<file path="src/wr_req/wr_req_ctrl.sv">
`timescale 1ns/1ns

module wr_req_ctrl #(
   parameter int VC_CREDITS = 4
) (
   input  logic aclk,
   input  logic aresetn,
   input  logic aw_head_valid,
   input  logic w_head_valid,
   input  logic w_head_last,
   input  logic vc_credit_return,
   output logic aw_pop,
   output logic w_pop,
   output logic fire
);

   localparam int CRD_W = $clog2(VC_CREDITS + 1);

   // Credits held toward the VC
   logic [CRD_W-1:0] credits;
   logic             has_credit;

   assign has_credit = (credits != '0);

   // Pair heads in arrival order
   // One pair per cycle while a credit is held
   assign fire   = aw_head_valid && w_head_valid && has_credit;
   assign aw_pop = fire;
   assign w_pop  = fire;

   // Counter update
   // fire takes one, a return gives one back
   always_ff @(posedge aclk) begin
      if (!aresetn) begin
         credits <= CRD_W'(VC_CREDITS);
      end else begin
         case ({fire, vc_credit_return})
            2'b10: credits <= credits - 1'b1;
            2'b01: credits <= credits + 1'b1;
            // Both or neither, count unchanged
            default: credits <= credits;
         endcase
      end
   end

   // Count stays within the VC buffer budget
   assert property (@(posedge aclk) disable iff (!aresetn)
      credits <= CRD_W'(VC_CREDITS));

   // VC side never returns more than it was given
   assert property (@(posedge aclk) disable iff (!aresetn)
      vc_credit_return |-> (credits != CRD_W'(VC_CREDITS)));

   // Single-beat writes only, every W beat at fire is last
   assert property (@(posedge aclk) disable iff (!aresetn)
      fire |-> w_head_last);

endmodule

</file>
<file path="config.mk">
export PLATFORM = sky130hd
export DESIGN_NAME = wr_req_ctrl
export DESIGN_NICKNAME = d
export VERILOG_FILES = /design/src/wr_req/wr_req_ctrl.sv
export SDC_FILE = /design/constraint.sdc
export NUM_CORES = 1
export LEC_CHECK = 0
export ABC_AREA = 1
export ABC_CLOCK_PERIOD_IN_PS = 2900
export BUFFER_PORTS_ARGS = -buffer_cell sky130_fd_sc_hd__buf_2
export CORE_AREA = 2 2 39 41
export DETAILED_ROUTE_END_ITERATION = 7
export DIE_AREA = 0 0 41 43
export HOLD_SLACK_MARGIN = 0.03
export PLACE_DENSITY = 0.42
export SLEW_MARGIN = 20
export SYNTH_ARGS = -nofsm -noshare
export SYNTH_HDL_FRONTEND = slang
export SYNTH_SLANG_ARGS = --single-unit
export TNS_END_PERCENT = 100
</file>
<file path="constraint.sdc">
create_clock -name aclk -period 2.9 [get_ports aclk]
set_clock_uncertainty 0.1 [all_clocks]
set_input_delay 0.435 -clock aclk [delete_from_list [all_inputs] [get_ports aclk]]
set_output_delay 0.435 -clock aclk [all_outputs]
set_load 0.005 [all_outputs]
</file>
==> results.tsv <==
stage	metric	value	unit
sta	rsz0062_at_grt	no	
final_layout	fin_cells	51	
power	p_int	118	uW
min_path	hp-class	primary input to register	
power	p_comb_share	25.7	%
floorplan	boundaryPins	9	
sta	slew_headroom	90.8	%
detailed_routing	drt_iter0_markers	2	
final_layout	largest_reg_flops	3	
critical_path	critPathMaxFanout	4	
sta	layout_min_cycle_time	1810	ps
final_layout	stdcell_area	275	um2
power	p_per_area	604	nW/um2
detailed_routing	vias_per_cell	3.51	
clocking	cts_tree	done	
floorplan	core	1380	um2
critical_path	arrival	1820	ps
synthesis	avgSynthCellArea	8.04	um2
sta	tightest_slew	137	ps
detailed_routing	dr.pass1.iters	2	
final_layout	drive_above_1_share	37.1	%
global_route	grt_usage	5.62	%
critical_path	cp_common_cell	inv_1	
placement	dpl.cell_count	47	
placement	placed_area	249	um2
final_layout	multi_input_area	108	um2
final_layout	area_growth	31.7	%
flow_run	maxCapViolations	0	
floorplan	die_x	41	um
global_route	grt_overflow	0	
placement	place_congestion	0.643	
synthesis	syn-num-nets	34	
critical_path	critPathCaptureType	register	
critical_path	rrSetupSlack	1090	ps
sta	worst_slack	1090	ps
critical_path	crit_family	adder cells	
clocking	post_cts_buffers	0	
clocking	htree_levels	1	
synthesis	ys_types	13	
final_layout	fill_cells	162	
clocking	ctsHoldBuffers	0	
detailed_routing	routedWlPerCell	6.63	um
power	pwr-share-clk	42.8	%
detailed_routing	via_count	179	
clocking	clockBufferDepth	2	
clocking	cts_made_buffers	3	
power	cellLeakagePower	0.000138	uW
placement	hpwl	292	um
sta	timing.fmax	0.552	GHz
synthesis	ys_seq_elements	3	
critical_path	crit_required	2910	ps
synthesis	synth_seq_area_share	28.7	%
placement	port_buffers	7	
final_layout	reg_top3	credits (3)	
sta	period_share	62.4	%
floorplan	start_util	15.1	%
synthesis	yosys_warnings	0	
sta	fin_setup_tns	0	ps
global_route	grt_pass1_wl	558	um
critical_path	worst_setup_path_start_kind	register	
critical_path	cpMaxStageDelayCell	fa_1	
final_layout	final_nets	44	
detailed_routing	antenna_left	0	
floorplan	die_y	43	um
global_route	antenna_found_initial	0	
final_layout	regArea	60.1	um2
clocking	clock-root-buffer	clkbuf_4	
critical_path	path_cells	inv_1 > a31oi_4 > inv_1 > ha_1 > inv_2 > fa_1 > o21ai_0 > a21oi_1	
power	p_sw_share	29.1	%
clocking	clock-sinks	3	
sta	setup_viol	0	
final_layout	final_util	19.9	%
critical_path	critPathKind	register to register	
clocking	clock_latency	230	ps
power	pwr-share-seq	31.5	%
synthesis	synthesis.area	209	um2
critical_path	critPathBufInv	3	
synthesis	synth_cells	26	
global_route	grt_max_degree	6	
power	ir_drop	0.176	mV
status	status	finished, final reports clean	
sta	hold_viol	0	
final_layout	top_register	credits	
placement	place_ws	954	ps
detailed_routing	route.detailed.drc	0	
detailed_routing	wirelength	338	um
clocking	post_cts_resized	0	
clocking	clkTransAtPathRegs	30	ps
final_layout	antenna_cells	0	
floorplan	core.rowCount	14	
global_route	grt_pass1_vias	159	
sta	drv_slew	0	
critical_path	crit_path_max_incr_delay	400	ps
power	netSwitchingPower	48.3	uW
floorplan	design.die.area	1760	um2
power groups by stage:
stage | logic (uW) | registers, uW | clock network, uW
detailed placement | 43.8 | 53.1 | 0
global route | 50.4 | 54.1 | 79.7
CTS | 43.9 | 52.5 | 75.5
finish | 42.7 | 52.4 | 71.1
global placement | 43.1 | 53.2 | 0
floorplan | 34.9 | 52.5 | 0
layer usage:
| metal | wire length, um | vias to the layer above | global-route usage [%] |
|---|---|---|---|
| met3 | 40 | 0 | 4.71 |
| met2 | 163 | 7 | 7.81 |
| met4 | 0 | 0 | 6.00 |
| li1 | - | 97 | - |
| met5 | 0 | - | 0 |
| met1 | 134 | 75 | 4.18 |
logic make-up after synthesis:
family / count (synthesis) / synth area share, %
buf+inv: 9 / 19.8
flops: 3 / 28.7
simple gates: 7 / 16.2
fa+ha+maj: 2 / 15.6
compound gates: 5 / 19.8
cell usage after synthesis:
library cell / instances / area, um2
a21oi_1: 2 / 10.0
a31oi_4: 1 / 21.3
buf_4: 2 / 15.0
dfxtp_1: 3 / 60.1
fa_1: 1 / 20.0
ha_1: 1 / 12.5
inv_1: 6 / 22.5
inv_2: 1 / 3.75
nand2_1: 3 / 11.3
nand2_2: 1 / 6.26
nand3_1: 2 / 10.0
nand4_1: 1 / 6.26
o21ai_0: 2 / 10.0
cell usage in the layout, fill, tap and decap left out:
master,instances
nand3_1,2
inv_2,1
fa_1,1
clkbuf_1,1
ha_1,1
nand2_2,1
o21ai_0,2
dfxtp_1,3
inv_1,6
nand2_1,3
nand4_1,1
buf_2,7
a21oi_1,2
clkbuf_4,3
a31oi_4,1
worst reg2reg max path, cell delays in order (launching register included):
cell and delay, ps:
dfxtp_1 350, inv_1 90, a31oi_4 200, inv_1 60, ha_1 200, inv_2 70
fa_1 400, o21ai_0 160, a21oi_1 60
final timing paths:
| path | startpoint | end | cells past startpoint |
|---|---|---|---|
| worst max-delay path | credits[0]$_SDFFE_PN0P_ | credits[1]$_SDFFE_PN0P_ | 8 |
| worst min-delay path | aresetn | credits[2]$_SDFFE_PN1P_ | 2 |
| worst max register to register | credits[0]$_SDFFE_PN0P_ | credits[1]$_SDFFE_PN0P_ | 8 |
| worst min register to register | credits[2]$_SDFFE_PN1P_ | credits[2]$_SDFFE_PN1P_ | 2 |
per-stage QoR:
| stage | total power [uW] | hold WS, ps |
|---|---|---|
| 2_1_floorplan | 87.5 | 329 |
| 3_3_place_gp | 96.3 | 348 |
| 3_5_place_dp | 96.9 | 351 |
| 4_1_cts | 172 | 312 |
| 5_1_grt | 184 | 325 |
| 6_report | 166 | 317 |
cell type report:
type	instances	share of cell area, %
repair buffers	7	12.7
well taps	16	7.27
multi-input cells	14	39.1
flip-flops and latches	3	21.8
clock buffers	4	9.55
inverters	7	9.55
Note: power is estimated with default switching activity, not from simulation.
