**src/common/eci_pkg.sv**
```systemverilog
package eci_pkg;

   // Basic ECI widths
   localparam int ECI_WORD_WIDTH = 64;
   localparam int ECI_ADDR_WIDTH = 40;
   localparam int ECI_ID_WIDTH = 6;

   // One cache line is 128 bytes, one strobe bit per byte
   localparam int ECI_CL_WIDTH = 1024;
   localparam int ECI_STRB_WIDTH = ECI_CL_WIDTH / 8;
   localparam int ECI_CL_ADDR_LSB = 7;
   localparam int ECI_CL_INDEX_WIDTH = ECI_ADDR_WIDTH - ECI_CL_ADDR_LSB;

   // Line split into four sub-cache-lines of four words each
   localparam int ECI_SCL_COUNT = 4;
   localparam int ECI_SCL_WORDS = 4;
   localparam int ECI_SCL_BYTES = ECI_STRB_WIDTH / ECI_SCL_COUNT;

   // Header word plus full line
   localparam int ECI_PKT_WORDS = 17;
   localparam int ECI_PKT_SIZE_WIDTH = 5;

   // Opcode for a write request to memory
   localparam logic [4:0] ECI_CMD_MREQ_RSTT = 5'b01101;

   // RSTT header layout, MSB first
   typedef struct packed {
      logic [4:0]                opcode;
      logic [ECI_ID_WIDTH-1:0]   rreq_id;
      logic [ECI_SCL_COUNT-1:0]  dmask;
      // Non-secure access
      logic                      ns;
      logic [7:0]                reserved;
      // Byte address, bits below the cache-line LSB are zero
      logic [ECI_ADDR_WIDTH-1:0] address;
   } eci_rstt_t;

   // Header built by fields, sent as a raw word
   typedef union packed {
      logic [ECI_WORD_WIDTH-1:0] eci_word;
      eci_rstt_t                 rstt;
   } eci_word_t;

   // Cache-line index aliasing
   // Low 5 index bits get XORed with index bits 9:5
   // Spreads strided lines over the home banks
   function automatic logic [ECI_CL_INDEX_WIDTH-1:0] eci_alias_cl(
      input logic [ECI_CL_INDEX_WIDTH-1:0] cl_index
   );
      logic [ECI_CL_INDEX_WIDTH-1:0] aliased;
      aliased = cl_index;
      aliased[4:0] = cl_index[4:0] ^ cl_index[9:5];
      return aliased;
   endfunction

endpackage

```
**src/wr_req/rstt_hdr_gen.sv**
```systemverilog
`timescale 1ns/1ns

module rstt_hdr_gen import eci_pkg::*; (
   input  logic [ECI_ADDR_WIDTH-1:0]     hdr_addr,
   input  logic [ECI_ID_WIDTH-1:0]       hdr_id,
   input  logic [ECI_STRB_WIDTH-1:0]     hdr_strb,
   output eci_word_t                     hdr_word,
   output logic [ECI_PKT_SIZE_WIDTH-1:0] pkt_size
);

   // One bit per sub-cache-line with any byte enabled
   logic [ECI_SCL_COUNT-1:0]      dmask;
   logic [ECI_CL_INDEX_WIDTH-1:0] cl_index;
   // Sub-cache-lines sent, up to and including the highest active one
   logic [2:0]                    scl_used;

   always_comb begin
      for (int k = 0; k < ECI_SCL_COUNT; k++) begin
         dmask[k] = |hdr_strb[k*ECI_SCL_BYTES +: ECI_SCL_BYTES];
      end
   end

   // Aliased line index, offset bits dropped
   assign cl_index = eci_alias_cl(hdr_addr[ECI_ADDR_WIDTH-1:ECI_CL_ADDR_LSB]);

   // Header by fields
   always_comb begin
      hdr_word              = '0;
      hdr_word.rstt.opcode  = ECI_CMD_MREQ_RSTT;
      hdr_word.rstt.rreq_id = hdr_id;
      hdr_word.rstt.dmask   = dmask;
      hdr_word.rstt.ns      = 1'b1;
      hdr_word.rstt.address = {cl_index, {ECI_CL_ADDR_LSB{1'b0}}};
   end

   // Highest set mask bit wins
   // empty strobe still sends one sub-cache-line
   always_comb begin
      scl_used = 3'd1;
      for (int k = 0; k < ECI_SCL_COUNT; k++) begin
         if (dmask[k]) begin
            scl_used = 3'(k + 1);
         end
      end
   end

   // Header word plus four words per sub-cache-line
   assign pkt_size = ECI_PKT_SIZE_WIDTH'(1 + ECI_SCL_WORDS * scl_used);

endmodule

```
**config.mk**
```make
export PLATFORM = sky130hd
export DESIGN_NAME = rstt_hdr_gen
export DESIGN_NICKNAME = d
export VERILOG_FILES = /design/src/common/eci_pkg.sv /design/src/wr_req/rstt_hdr_gen.sv
export SDC_FILE = /design/constraint.sdc
export NUM_CORES = 1
export LEC_CHECK = 0
export ABC_CLOCK_PERIOD_IN_PS = 3690
export BUFFER_PORTS_ARGS = -buffer_cell sky130_fd_sc_hd__buf_2
export CORE_AREA = 2 2 94 96
export DETAILED_ROUTE_END_ITERATION = 16
export DIE_AREA = 0 0 96 98
export MAX_ROUTING_LAYER = met4
export PLACE_DENSITY = 0.53
export SLEW_MARGIN = 20
export SYNTH_ARGS = -nofsm -noshare
export SYNTH_HDL_FRONTEND = slang
export SYNTH_SLANG_ARGS = --single-unit
```
**constraint.sdc**
```tcl
create_clock -name vclk -period 3.69
set_clock_uncertainty 0.15 [all_clocks]
set_input_delay 0.738 -clock vclk [all_inputs]
set_output_delay 0.738 -clock vclk [all_outputs]
set_load 0.03 [all_outputs]
```
==> impl_metrics.ini <==
[status]
status = finished clean

[sta]
fmax_ghz = 0.343
finalWorstSetupSlack_ns = 0.777
final.setup.tns_ns = 0
setup_viol = 0
rsz0062_at_grt = false
finalCritPeriodShare_pct = 78.9
slew_viol_final = 0
hold_viol = 0
min_period_ns = 2.91

[power]
p_per_area_nw_per_um2 = 106
max-vdd-ir-drop_v = 0.0000309
power_mw = 0.142
leakage_nw = 0.725

[place]
dp.final_hpwl_um = 3350
dpl-instance-area_um2 = 1340
port_buffers = 155
finalWeightedCongestion = 0.671
dpl_worst_slack_ns = 0.668

[grt]
antenna_found_initial = 0
grt_pass1_wl_um = 4860
track_usage_pct = 6.57
overflow = 0
grt_max_degree = 4
grt_pass1_vias = 1092

[layout]
clock_buffers = 0
post-route-util_pct = 15.9
seq_cells = 0
layout_common_cells = buf_2, nor4_1, conb_1, nand4_1, xor2_1
nFillCells = 982
seq_area_um2 = 0
final_nets = 407
syn2layout_area_growth_pct = 70.2
drive_above_1_share_pct = 68.4
final_cell_area_um2 = 1340
diodes = 0
final_common_cell = buf_2

[synthesis]
syn_area_um2 = 790
yosys_warnings = 0
synth_top_area_cell = buf_4
yosysSeqAreaShare_pct = 0
synth_cell_types = 12
netlist_instances = 113
synth_top_area_share_pct = 55.2
synth.area.top_cells = buf_4, nor4_1, nand4_1, xor2_1, nor4_2
syn-mean-instance-area_um2 = 6.99

[worst_setup_path]
worst-path-stages = 6
cp_common_cell = buf_2
crit_start = hdr_strb[107]
path_buf_inv = 2
crit_required_ns = 2.80
crit_path_end_kind = primary output
start_kind = input pin
criticalPathCategory = in2out
critical_path.cell_chain = buf_2 > nor4_1 > nand4_1 > nor2_1 > a21boi_0 > buf_2
arrival_ns = 2.03
crit_family = simple AND/OR/NAND/NOR gates
crit_fanout = 3
crit_slowest_cell = nor4_1
critPathMaxStageDelay_ns = 0.34

[die]
die_x_um = 96
rows = 34
initial_core_util_pct = 9.33
io_pins = 243
die_y_um = 98
coreArea_um2 = 8470
die_area_um2 = 9410

[clock_network]
ctsHoldBuffers = 0
post_cts_buffers = 0
cts_resized = 0

[route]
num_vias = 1191
via_per_inst = 3.51
remaining_drc_errors = 0
drtIter0Drc = 39
drt-pass1-iter-count = 4
wl_per_cell_um = 10.3
drt_wl_total_um = 3510
final_antenna_net_count = 0

[hold_path]
hold_start = hdr_addr[19]
holdCritPathClass = in2out
hold-path-cell-count = 0

[run]
drv_cap = 0
final cells by class:
| type | instances | area (um2) | area share (%) |
|---|---|---|---|
| Multi-Input combinational cell | 74 | 425 | 31.7 |
| Tap cell | 108 | 135 | 10.1 |
| Inverter | 2 | 7.51 | 0.559 |
| Timing Repair Buffer | 155 | 776 | 57.7 |
worst paths after layout:
path                            to  slack [ns]
worst min-delay path  hdr_word[19]        1.33
worst max-delay path   pkt_size[2]        0.78
stage by stage:
step	cells	hold slack, ns
after floorplan	134	1.46
after detailed placement	339	1.33
after global routing	339	1.33
final	339	1.33
after global placement	339	1.33
after CTS	339	1.33
Yosys cell counts:
cell	count
o31a_1	1
conb_1	2
nor2_1	2
or2_4	1
nor4_2	1
buf_4	58
nand4_1	8
or2_2	1
xor2_1	5
inv_1	2
nor4_1	31
a21boi_0	1
per-layer routing:
metal  wire length (um)  vias up  GRT usage [%]
met1               1300      512           8.05
met2               1680       92           11.0
met5                  0        -              -
met4                 49        0           1.43
li1                   -      573              -
met3                471       14           1.31
kinds of logic after synthesis:
family          Yosys count  share of synthesized area [%]
compound gates            2                           2.06
xor+xnor                  5                           5.55
buf+inv                  60                           56.1
other cells               2                          0.951
simple gates             44                           35.3
power breakdown:
group          internal, mW  switching, mW
clock                     0              0
sequential                0              0
combinational        0.0628         0.0796
No activity file was read; power rests on OpenSTA's default activity.
