[config.mk]
export PLATFORM = sky130hd
export DESIGN_NAME = sync_fifo
export DESIGN_NICKNAME = d
export VERILOG_FILES = /design/src/design/sync_fifo.sv
export SDC_FILE = /design/constraint.sdc
export NUM_CORES = 1
export LEC_CHECK = 0
export ABC_AREA = 0
export BUFFER_PORTS_ARGS = -buffer_cell sky130_fd_sc_hd__buf_2
export CAP_MARGIN = 20
export CORE_MARGIN = 4
export CORE_UTILIZATION = 55
export CTS_CLUSTER_SIZE = 30
export DETAILED_ROUTE_END_ITERATION = 6
export PLACE_DENSITY = 0.88
export SETUP_SLACK_MARGIN = 0.05
export SYNTH_ARGS = -nofsm -noshare
export SYNTH_HDL_FRONTEND = slang
export SYNTH_SLANG_ARGS = --single-unit
[constraint.sdc]
create_clock -name aclk -period 2.7 [get_ports aclk]
set_clock_uncertainty 0.15 [all_clocks]
set_input_delay 0.27 -clock aclk [delete_from_list [all_inputs] [get_ports aclk]]
set_output_delay 0.27 -clock aclk [all_outputs]
set_load 0.005 [all_outputs]
[src/design/sync_fifo.sv]
`timescale 1ns/1ns

module sync_fifo #(
   parameter int WIDTH = 8,
   parameter int DEPTH = 4
) (
   input  logic             aclk,
   input  logic             aresetn,
   input  logic [WIDTH-1:0] wr_data,
   input  logic             wr_valid,
   output logic             wr_ready,
   output logic [WIDTH-1:0] rd_data,
   output logic             rd_valid,
   input  logic             rd_pop
);

   localparam int PTR_W = (DEPTH > 1) ? $clog2(DEPTH) : 1;
   localparam int CNT_W = $clog2(DEPTH + 1);

   // Storage array
   logic [WIDTH-1:0] mem [DEPTH];
   logic [PTR_W-1:0] wr_ptr;
   logic [PTR_W-1:0] rd_ptr;
   logic [CNT_W-1:0] count;
   logic             do_write;
   logic             do_read;

   // Ready drops only when full
   // A pop in the same cycle does not free a slot early
   assign wr_ready = (count != CNT_W'(DEPTH));
   assign rd_valid = (count != '0);
   assign rd_data  = mem[rd_ptr];

   assign do_write = wr_valid && wr_ready;
   assign do_read  = rd_pop && rd_valid;

   always_ff @(posedge aclk) begin
      if (do_write) begin
         mem[wr_ptr] <= wr_data;
      end
   end

   // Pointers wrap at DEPTH for any depth
   always_ff @(posedge aclk) begin
      if (!aresetn) begin
         wr_ptr <= '0;
         rd_ptr <= '0;
         count  <= '0;
      end else begin
         if (do_write) begin
            wr_ptr <= (wr_ptr == PTR_W'(DEPTH - 1)) ? '0 : wr_ptr + 1'b1;
         end
         if (do_read) begin
            rd_ptr <= (rd_ptr == PTR_W'(DEPTH - 1)) ? '0 : rd_ptr + 1'b1;
         end
         if (do_write && !do_read) begin
            count <= count + 1'b1;
         end else if (do_read && !do_write) begin
            count <= count - 1'b1;
         end
      end
   end

   // Reader must only pop a valid head
   assert property (@(posedge aclk) disable iff (!aresetn) rd_pop |-> rd_valid);
   // Pointers meet only when the FIFO is empty or full
   assert property (@(posedge aclk) disable iff (!aresetn)
      (wr_ptr == rd_ptr) == ((count == '0) || (count == CNT_W'(DEPTH))));

endmodule

==> impl_results.md, run 1 <==
- Startpoint Class: flop
- Mapped Area: 1640 µm²
- Synthesized instance count: 93
- Yosys top cell area share: between 50% and 60%
- GPL Wtd Cong: around 0.68
- Top area cells in the synthesized netlist: edfxtp_1 (59%), dfxtp_1 (11%), mux4_2 (11%), ha_1 (4.6%), and3_2 (1.8%)
- DR vias/cell: around 5.6
- Largest net degree at the start of global routing: 13
- CP required: roughly 2800 ps
- Crit. End Element: flop
- Residual DRC count: 0
- Skew-Pair Late Insertion Delay: roughly 350 ps
- Die area: roughly 3900 µm²
- Worst slew margin: 64.1%
- Vias in the first global route: 978
- Port-buffer cells: 21
- Sequential cell area fraction in the yosys report: 69.8%
- Pre-antenna DRT Iters: 4
- P&R area growth vs syn: 16.3%
- I/O Pins: 22
- Core area: around 2800 µm²
- P per Cell Area: 836 nW/µm²
- Clk sink count: 41
- Max Cap Viol: 0
- Vias: between 800 and 900
- Tightest Pin Transition: 538 ps
- All-Layer GR Usage: between 15 and 20%
- Initial DRC Count: 24
- Avg WL per Cell: roughly 18 µm
- ANT cells: 0
- Row count: 19
- Total grt overflow: 0
- Postcts setup bufs: 0
- RSZ-0062 raised after global routing: no
- CP Max Fanout: 7
- Distinct cells, synth: 26
- Type of the worst setup path: reg -> reg
- Root Driver: clkbuf_4
- Initial antenna violation count: 0
- Clock period minus worst slack: approximately 2500 ps
- Maximum clock path buffer count: 2
- Post-Synthesis Net Count: 112
- Final net count: ~150
- Number of synthesized register bits: between 40 and 50
- Die width: between 60 and 70 µm
- Min-Delay Path Class: in -> reg
- Fmax: between 400 and 500 MHz
- Net Sw Frac: between 20 and 30%
- Synth area leader: edfxtp_1
- Setup TNS: 0 ps
- Filler cells: slightly below 200
- Routed WL: between 2000 and 3000 µm
- Critical Path AT: between 2000 and 3000 ps
- Die Height: about 63 µm
- Antenna-violating nets left: 0
- Psw: around 0.46 mW
- Slew Limit Fails: 0
- First-pass GRT wire length: roughly 4600 µm
- CTS tree: yes
- Final Hold Fails: 0
- Layout cells sized above 1: about a third
- Dpl hpwl: between 1500 and 2000 µm
- Status: finished, final reports clean
- Clk pwr share: between 15 and 20%
- VDD IR max: 0.000469 V
- Num CTS Buffers: 5
- Starting density of the core: about 58%
- Design internal power: 1.13 mW
- Tcrit/Tclk final: between 90% and 100%
- Clock Pin Slew Worst Setup and Hold Paths: 110 ps
- Comb power frac: between 20% and 30%
- Pleak: a little over 0.7 nW
- Total power: 1.59 mW
- H-tree depth: 2
- Finish-stage setup viols: 0
- Ys Warns: 0
- Sequential share of power: ~54%
- Syn_area_per_cell: ~18 µm²
==> what timing repair did <==
item                                   CTS  global route
endpoints found under the hold margin   32             0
resized for setup                        0             1
setup endpoints to repair                0             1
hold buffers                             8             0
==> stage by stage <==
stage | util (%) | area, µm² | hold slack (ps) | worst slack (ps) | instances
6_report | 67.8 | 1900 | 86.0 | 214 | 158
3_5_place_dp | 63.1 | 1770 | 340 | 235 | 142
3_3_place_gp | 63.1 | 1770 | 330 | 395 | 142
2_1_floorplan | - | 1640 | 219 | 365 | 93
4_1_cts | 67.7 | 1900 | 66.1 | 137 | 158
5_1_grt | 67.8 | 1900 | 84.4 | 105 | 158
==> worst paths after layout <==
check | start | end | slack, ps | cells after the start
worst min-delay path | wr_valid | wr_ptr[0] | 90 | 3
worst max-delay path | count[0] | count[2] | 210 | 8
worst max register to register | count[0] | count[2] | 210 | 8
worst min register to register | wr_ptr[1] | wr_ptr[1] | 350 | 2
==> flip-flops by register name, indices dropped and copies added (netlist names), named ones only <==
| name | flops |
|---|---|
| count | 3 |
| mem | 32 |
| rd_ptr | 2 |
| wr_ptr | 2 |
==> cells in the final DEF (no fill, tap or decap) <==
master and instances:
nor2b_1 1, clkinv_2 1, mux2i_1 2, xnor2_1 1, dlygate4sd3_1 8, buf_2 21
o31ai_1 1, nand3_1 2, nor2_1 2, and3_2 4, or3b_4 1, a21boi_0 1
and2_1 1, mux4_2 8, nand2_1 5, nand4_1 1, edfxtp_1 32, inv_1 3
ha_1 6, and2_4 1, or3_2 2, o21ai_0 4, dfxtp_1 9, clkinv_1 2
clkbuf_4 5, buf_4 1, fa_1 1, xor2_1 1
==> cell type report <==
type	count	area, µm²	area share, %
flip-flops and latches	41	1140	60.0
multi-input cells	45	468	24.6
repair buffers	30	193	10.1
well taps	31	38.8	2.04
clock buffers	5	37.5	1.97
clock inverters	3	12.5	0.658
inverters	3	11.3	0.592
==> power by group through the flow <==
stage                     clock network, mW  logic [mW]  registers [mW]
after floorplan                           0       0.330           0.830
after global placement                    0       0.418           0.868
after detailed placement                  0       0.437           0.878
after CTS                             0.291       0.452           0.864
after global routing                  0.317       0.495           0.877
final                                 0.278       0.449           0.863
==> cells by family (layout without fill, tap and decap cells) <==
family | count (synthesis) | in the layout | synth area share [%]
AOI/OAI and AO/OA | 6 | 6 | 2.14
xor gates and xnor gates | 2 | 2 | 1.07
adders and majority gates | 7 | 7 | 5.81
buffers and inverters | 7 | 41 | 1.76
DFF | 41 | 41 | 69.8
muxes | 10 | 10 | 12.2
and+or+nand+nor | 20 | 20 | 7.19
==> worst max-delay path, cell delays in order, from the launching register on <==
cell      delay (ps)
dfxtp_1          450
or3b_4           200
and2_4           160
ha_1             190
inv_1             70
fa_1             380
xor2_1           160
or3_2            410
a21boi_0         230
==> Yosys cell counts <==
library cell,n
a21boi_0,1
and2_1,1
and2_4,1
and3_2,4
buf_1,1
buf_2,1
clkbuf_1,1
clkbuf_2,1
dfxtp_1,9
edfxtp_1,32
fa_1,1
ha_1,6
inv_1,3
mux2i_1,2
mux4_2,8
nand2_1,5
nand3_1,2
nand4_1,1
nor2_1,2
nor2b_1,1
o21ai_0,4
o31ai_1,1
or3_2,2
or3b_1,1
xnor2_1,1
xor2_1,1
==> metal layers <==
layer / routed length [µm] / GRT usage [%] / up-vias
li1: - / - / 419
met1: 1050 / 15.3 / 439
met2: 1580 / 30.5 / 20
met3: 113 / 4.32 / 6
met4: 41 / 9.09 / 0
met5: 0 / 0 / -
No activity file was read; power rests on OpenSTA's default activity.
==> run 2, diff against run 1 <==
--- a/config.mk
+++ b/config.mk
@@ -5,14 +5,15 @@
 export SDC_FILE = /design/constraint.sdc
 export NUM_CORES = 1
 export LEC_CHECK = 0
-export ABC_AREA = 0
+export ABC_AREA = 1
+export ABC_CLOCK_PERIOD_IN_PS = 2700
 export BUFFER_PORTS_ARGS = -buffer_cell sky130_fd_sc_hd__buf_2
 export CAP_MARGIN = 20
 export CORE_MARGIN = 4
 export CORE_UTILIZATION = 55
 export CTS_CLUSTER_SIZE = 30
 export DETAILED_ROUTE_END_ITERATION = 6
-export PLACE_DENSITY = 0.88
+export PLACE_DENSITY = 0.87
 export SETUP_SLACK_MARGIN = 0.05
 export SYNTH_ARGS = -nofsm -noshare
 export SYNTH_HDL_FRONTEND = slang
==> run 2 against run 1 <==
  * Total power up 14%
  * Largest cell class unchanged
  * Combinational power grew 29%
  * Global-route usage grew 1.1 points
  * Register-to-register slack gained 410 ps
  * Largest power group unchanged
==> impl_results.md, run 2 <==
- GPL Wtd Cong: 0.730 (+8.2%)
- Synth Area in Compound Gates: 9.55% (+7.4 points)
- CP required: 2800 ps (about the same)
- Setup TNS: 0 ps (unchanged)
- FF-to-FF setup slack: 620 ps (+410 ps)
- CP max stage cell: fa_1
- Row count: 19 (unchanged)
- Die Height: 63.4 µm (+1.5%)
- Ys Warns: 0 (unchanged)
- Final net count: 200 (+38%)
- Cell Count, Final, Fillers Out: 213 (+35%)
- Status: finished, final reports clean
- Min-Delay Path Class: in -> reg
- Max Cap Viol: 0 (unchanged)
- RR Endpoint: count[1]
- Port-buffer cells: 21 (unchanged)
- Dpl hpwl: 2210 µm (+15%)
- ANT cells: 0 (unchanged)
- Post-synthesis mux area share: 0% (-12 points)
- Worst path bufs/invs: 2 (+1)
- Number of synthesized register bits: 41 (unchanged)
- Filler cells: 188 (-4.1%)
- Post-Synthesis Net Count: 165 (+47%)
- Clock Pin Slew Worst Setup and Hold Paths: 120 ps (about the same)
- R2R depth: 9 (+1)
- Post-synthesis adder-cell area fraction: 5.63% (-0.19 points)
- Largest regs: mem (32), count (3)
- Crit. End Element: flop
- Xor/xnor share of the synthesized area: 0% (-1.1 points)
- Clk sink count: 41 (unchanged)
- Synth async-reset ratio: 0% (unchanged)
- Worst setup margin: 622 ps (+408 ps)
- Maximum clock path buffer count: 2 (unchanged)
- Postcts setup bufs: 0 (unchanged)
- Largest net degree at the start of global routing: 17 (+4)
- CP Max Fanout: 7 (unchanged)
- Finish-stage setup viols: 0 (unchanged)
- Avg WL per Cell: 15.1 µm (-14%)
- Top FF cell, synth: edfxtp_1
- All-Layer GR Usage: 17.2% (+1.1 points)
- Top area cells in the synthesized netlist: edfxtp_1 (57%), dfxtp_1 (11%), nor2_1 (7.1%), ha_1 (4.4%), o21ai_0 (4.1%)
- Crit path max-delay family: adder cells
- Startpoint Class: flop
- Starting density of the core: 59.3% (+0.96 points)
- Num CTS Buffers: 5 (unchanged)
- Distinct cells, synth: 19 (-27%)
- Pre-antenna DRT Iters: 4 (unchanged)
- First-pass GRT wire length: 5200 µm (+13%)
- Skew-Pair Late Insertion Delay: 350 ps (about the same)
- Vias: 1158 (+31%)
- Total grt overflow: 0 (unchanged)
- Worst Setup SP: count[1]
- Post-CTS Hold Buffers: 8 (unchanged)
- Mapped Area: 1690 µm² (+3.4%)
- Core area: 2850 µm² (+1.7%)
- Number of synthesized flops with an enable pin: 32 (unchanged)
- Fmax: 481 MHz (+20%)
- VDD IR max: 0.000672 V (+43%)
- Final Hold Fails: 0 (unchanged)
- Syn_area_per_cell: 11.6 µm² (-34%)
- Critical Path End: count[1]
- Die width: 63.4 µm (+1.5%)
- Tcrit/Tclk final: 77.0% (-15 points)
- Sequential cell area fraction in the yosys report: 67.5% (-2.3 points)
- Reg with most FFs: mem
- Synthesized instance count: 146 (+57%)
- Residual DRC count: 0 (unchanged)
- P&R area growth vs syn: 17.2%
- Stages on worst setup path: 9 (+1)
- Slew Limit Fails: 0 (unchanged)
- Vias in the first global route: 1172 (+20%)
- Post_cts resized: 0 (unchanged)
- Critical Path AT: 2180 ps (-420 ps)
- Clock period minus worst slack: 2080 ps (-408 ps)
- Initial antenna violation count: 0 (unchanged)
- DR vias/cell: 5.44 (-2.8%)
- Synth top cells by count: edfxtp_1 (32), nor2_1 (32), inv_1 (16)
- Delay of the slowest cell on the worst path: 410 ps (-40 ps)
- CTS tree: yes
- Die area: 4020 µm² (+2.9%)
- Routed WL: 3210 µm (+15%)
- Cell Chain, Critical Path: nor2_2 > nand2_2 > nand2_2 > inv_1 > ha_1 > inv_1 > fa_1 > o21ai_0 > nor2_1
- Synth area leader: edfxtp_1
- P per Cell Area: 917 nW/µm² (+9.7%)
- Layout cells sized above 1: 20.3% (-14 points)
- Largest family of logic cells by synthesized area: simple AND/OR/NAND/NOR gates
- Placed Cells incl. Taps: 197 (+39%)
- RSZ-0062 raised after global routing: no
- Yosys top cell area share: 56.8% (-1.9 points)
- Max reg flops: 32 (unchanged)
- Root Driver: clkbuf_4
- RR Startpoint: count[1]
- Worst slew margin: 47.5% (-17 points)
- Pleak: 0.800 nW (+14%)
- Antenna-violating nets left: 0 (unchanged)
- I/O Pins: 22 (unchanged)
- Worst slack, placed: 643 ps (+408 ps)
- Tightest Pin Transition: 784 ps (+246 ps)
- Initial DRC Count: 43 (+79%)
- H-tree depth: 2 (unchanged)
- Type of the worst setup path: reg -> reg
- Synth Area in Simple Gates: 12.2% (+5.0 points)
- Commonest cells after routing, fill and taps aside: nor2_1 (32), edfxtp_1 (32), buf_2 (21), inv_1 (16), o21ai_0 (14)
## run 2: cell types whose count changed after synthesis, sizes merged, moves of 4 or more
| cell | before | now |
|---|---|---|
| inv | 3 | 17 |
| o22ai | 0 | 8 |
| nand2 | 5 | 15 |
| o21ai | 4 | 18 |
| and3 | 4 | 0 |
| nor2 | 2 | 33 |
| mux4 | 8 | 0 |
## run 2: where the power goes
part           internal [mW]  total [mW]  leakage [nW]  switching [mW]
combinational          0.226       0.578         0.386           0.352
clock                  0.184       0.377        0.0470           0.193
sequential             0.785       0.862         0.368          0.0772
total                   1.19        1.82         0.800           0.622
## run 2: kinds of logic after synthesis
logic type,count (synthesis)
AOI/OAI and AO/OA,28
adders and majority gates,7
buffers and inverters,19
DFF,41
and+or+nand+nor,51
## run 2: per-stage QoR
| stage | hold slack [ps] | util, % | cell area (µm²) | total power [mW] |
|---|---|---|---|---|
| after floorplan | 219 | - | 1690 | 1.24 |
| after global placement | 331 | 63.8 | 1820 | 1.38 |
| after detailed placement | 336 | 63.8 | 1820 | 1.44 |
| after CTS | 30.9 | 69.5 | 1980 | 1.82 |
| after global routing | 35.4 | 69.5 | 1980 | 1.94 |
| final | 33.2 | 69.5 | 1980 | 1.82 |
## run 2: area by class of cell
type | instances | area, µm² | share of cell area, %
clock buffers | 7 | 76.3 | 3.85
flip-flops and latches | 41 | 1140 | 57.6
well taps | 31 | 38.8 | 1.96
inverters | 17 | 63.8 | 3.22
repair buffers | 30 | 193 | 9.72
clock inverters | 1 | 6.26 | 0.316
multi-input cells | 86 | 463 | 23.4
## run 2: worst min-delay path by stage
stage               startpoint  cells after the start         to  slack, ps
global placement    wr_data[2]                      1  mem[3][2]        330
detailed placement  wr_data[3]                      1  mem[0][3]        340
CTS                    aresetn                      3  wr_ptr[0]         30
floorplan           wr_data[0]                      0  mem[0][0]        220
finish                 aresetn                      3  wr_ptr[0]         30
global route           aresetn                      3  wr_ptr[0]         40
## run 2: tightest hold or removal path: cells and delay by family
kind          cells  cell delay, ps
buf+inv           1             140
simple gates      2             100
## run 2: per-layer routing
layer	global-route usage, %	vias to the layer above	share of wire, %
met5	0	-	0
met4	7.28	0	2.0
met3	3.37	8	3.2
met2	33.0	29	55
met1	17.8	556	40
li1	-	565	-
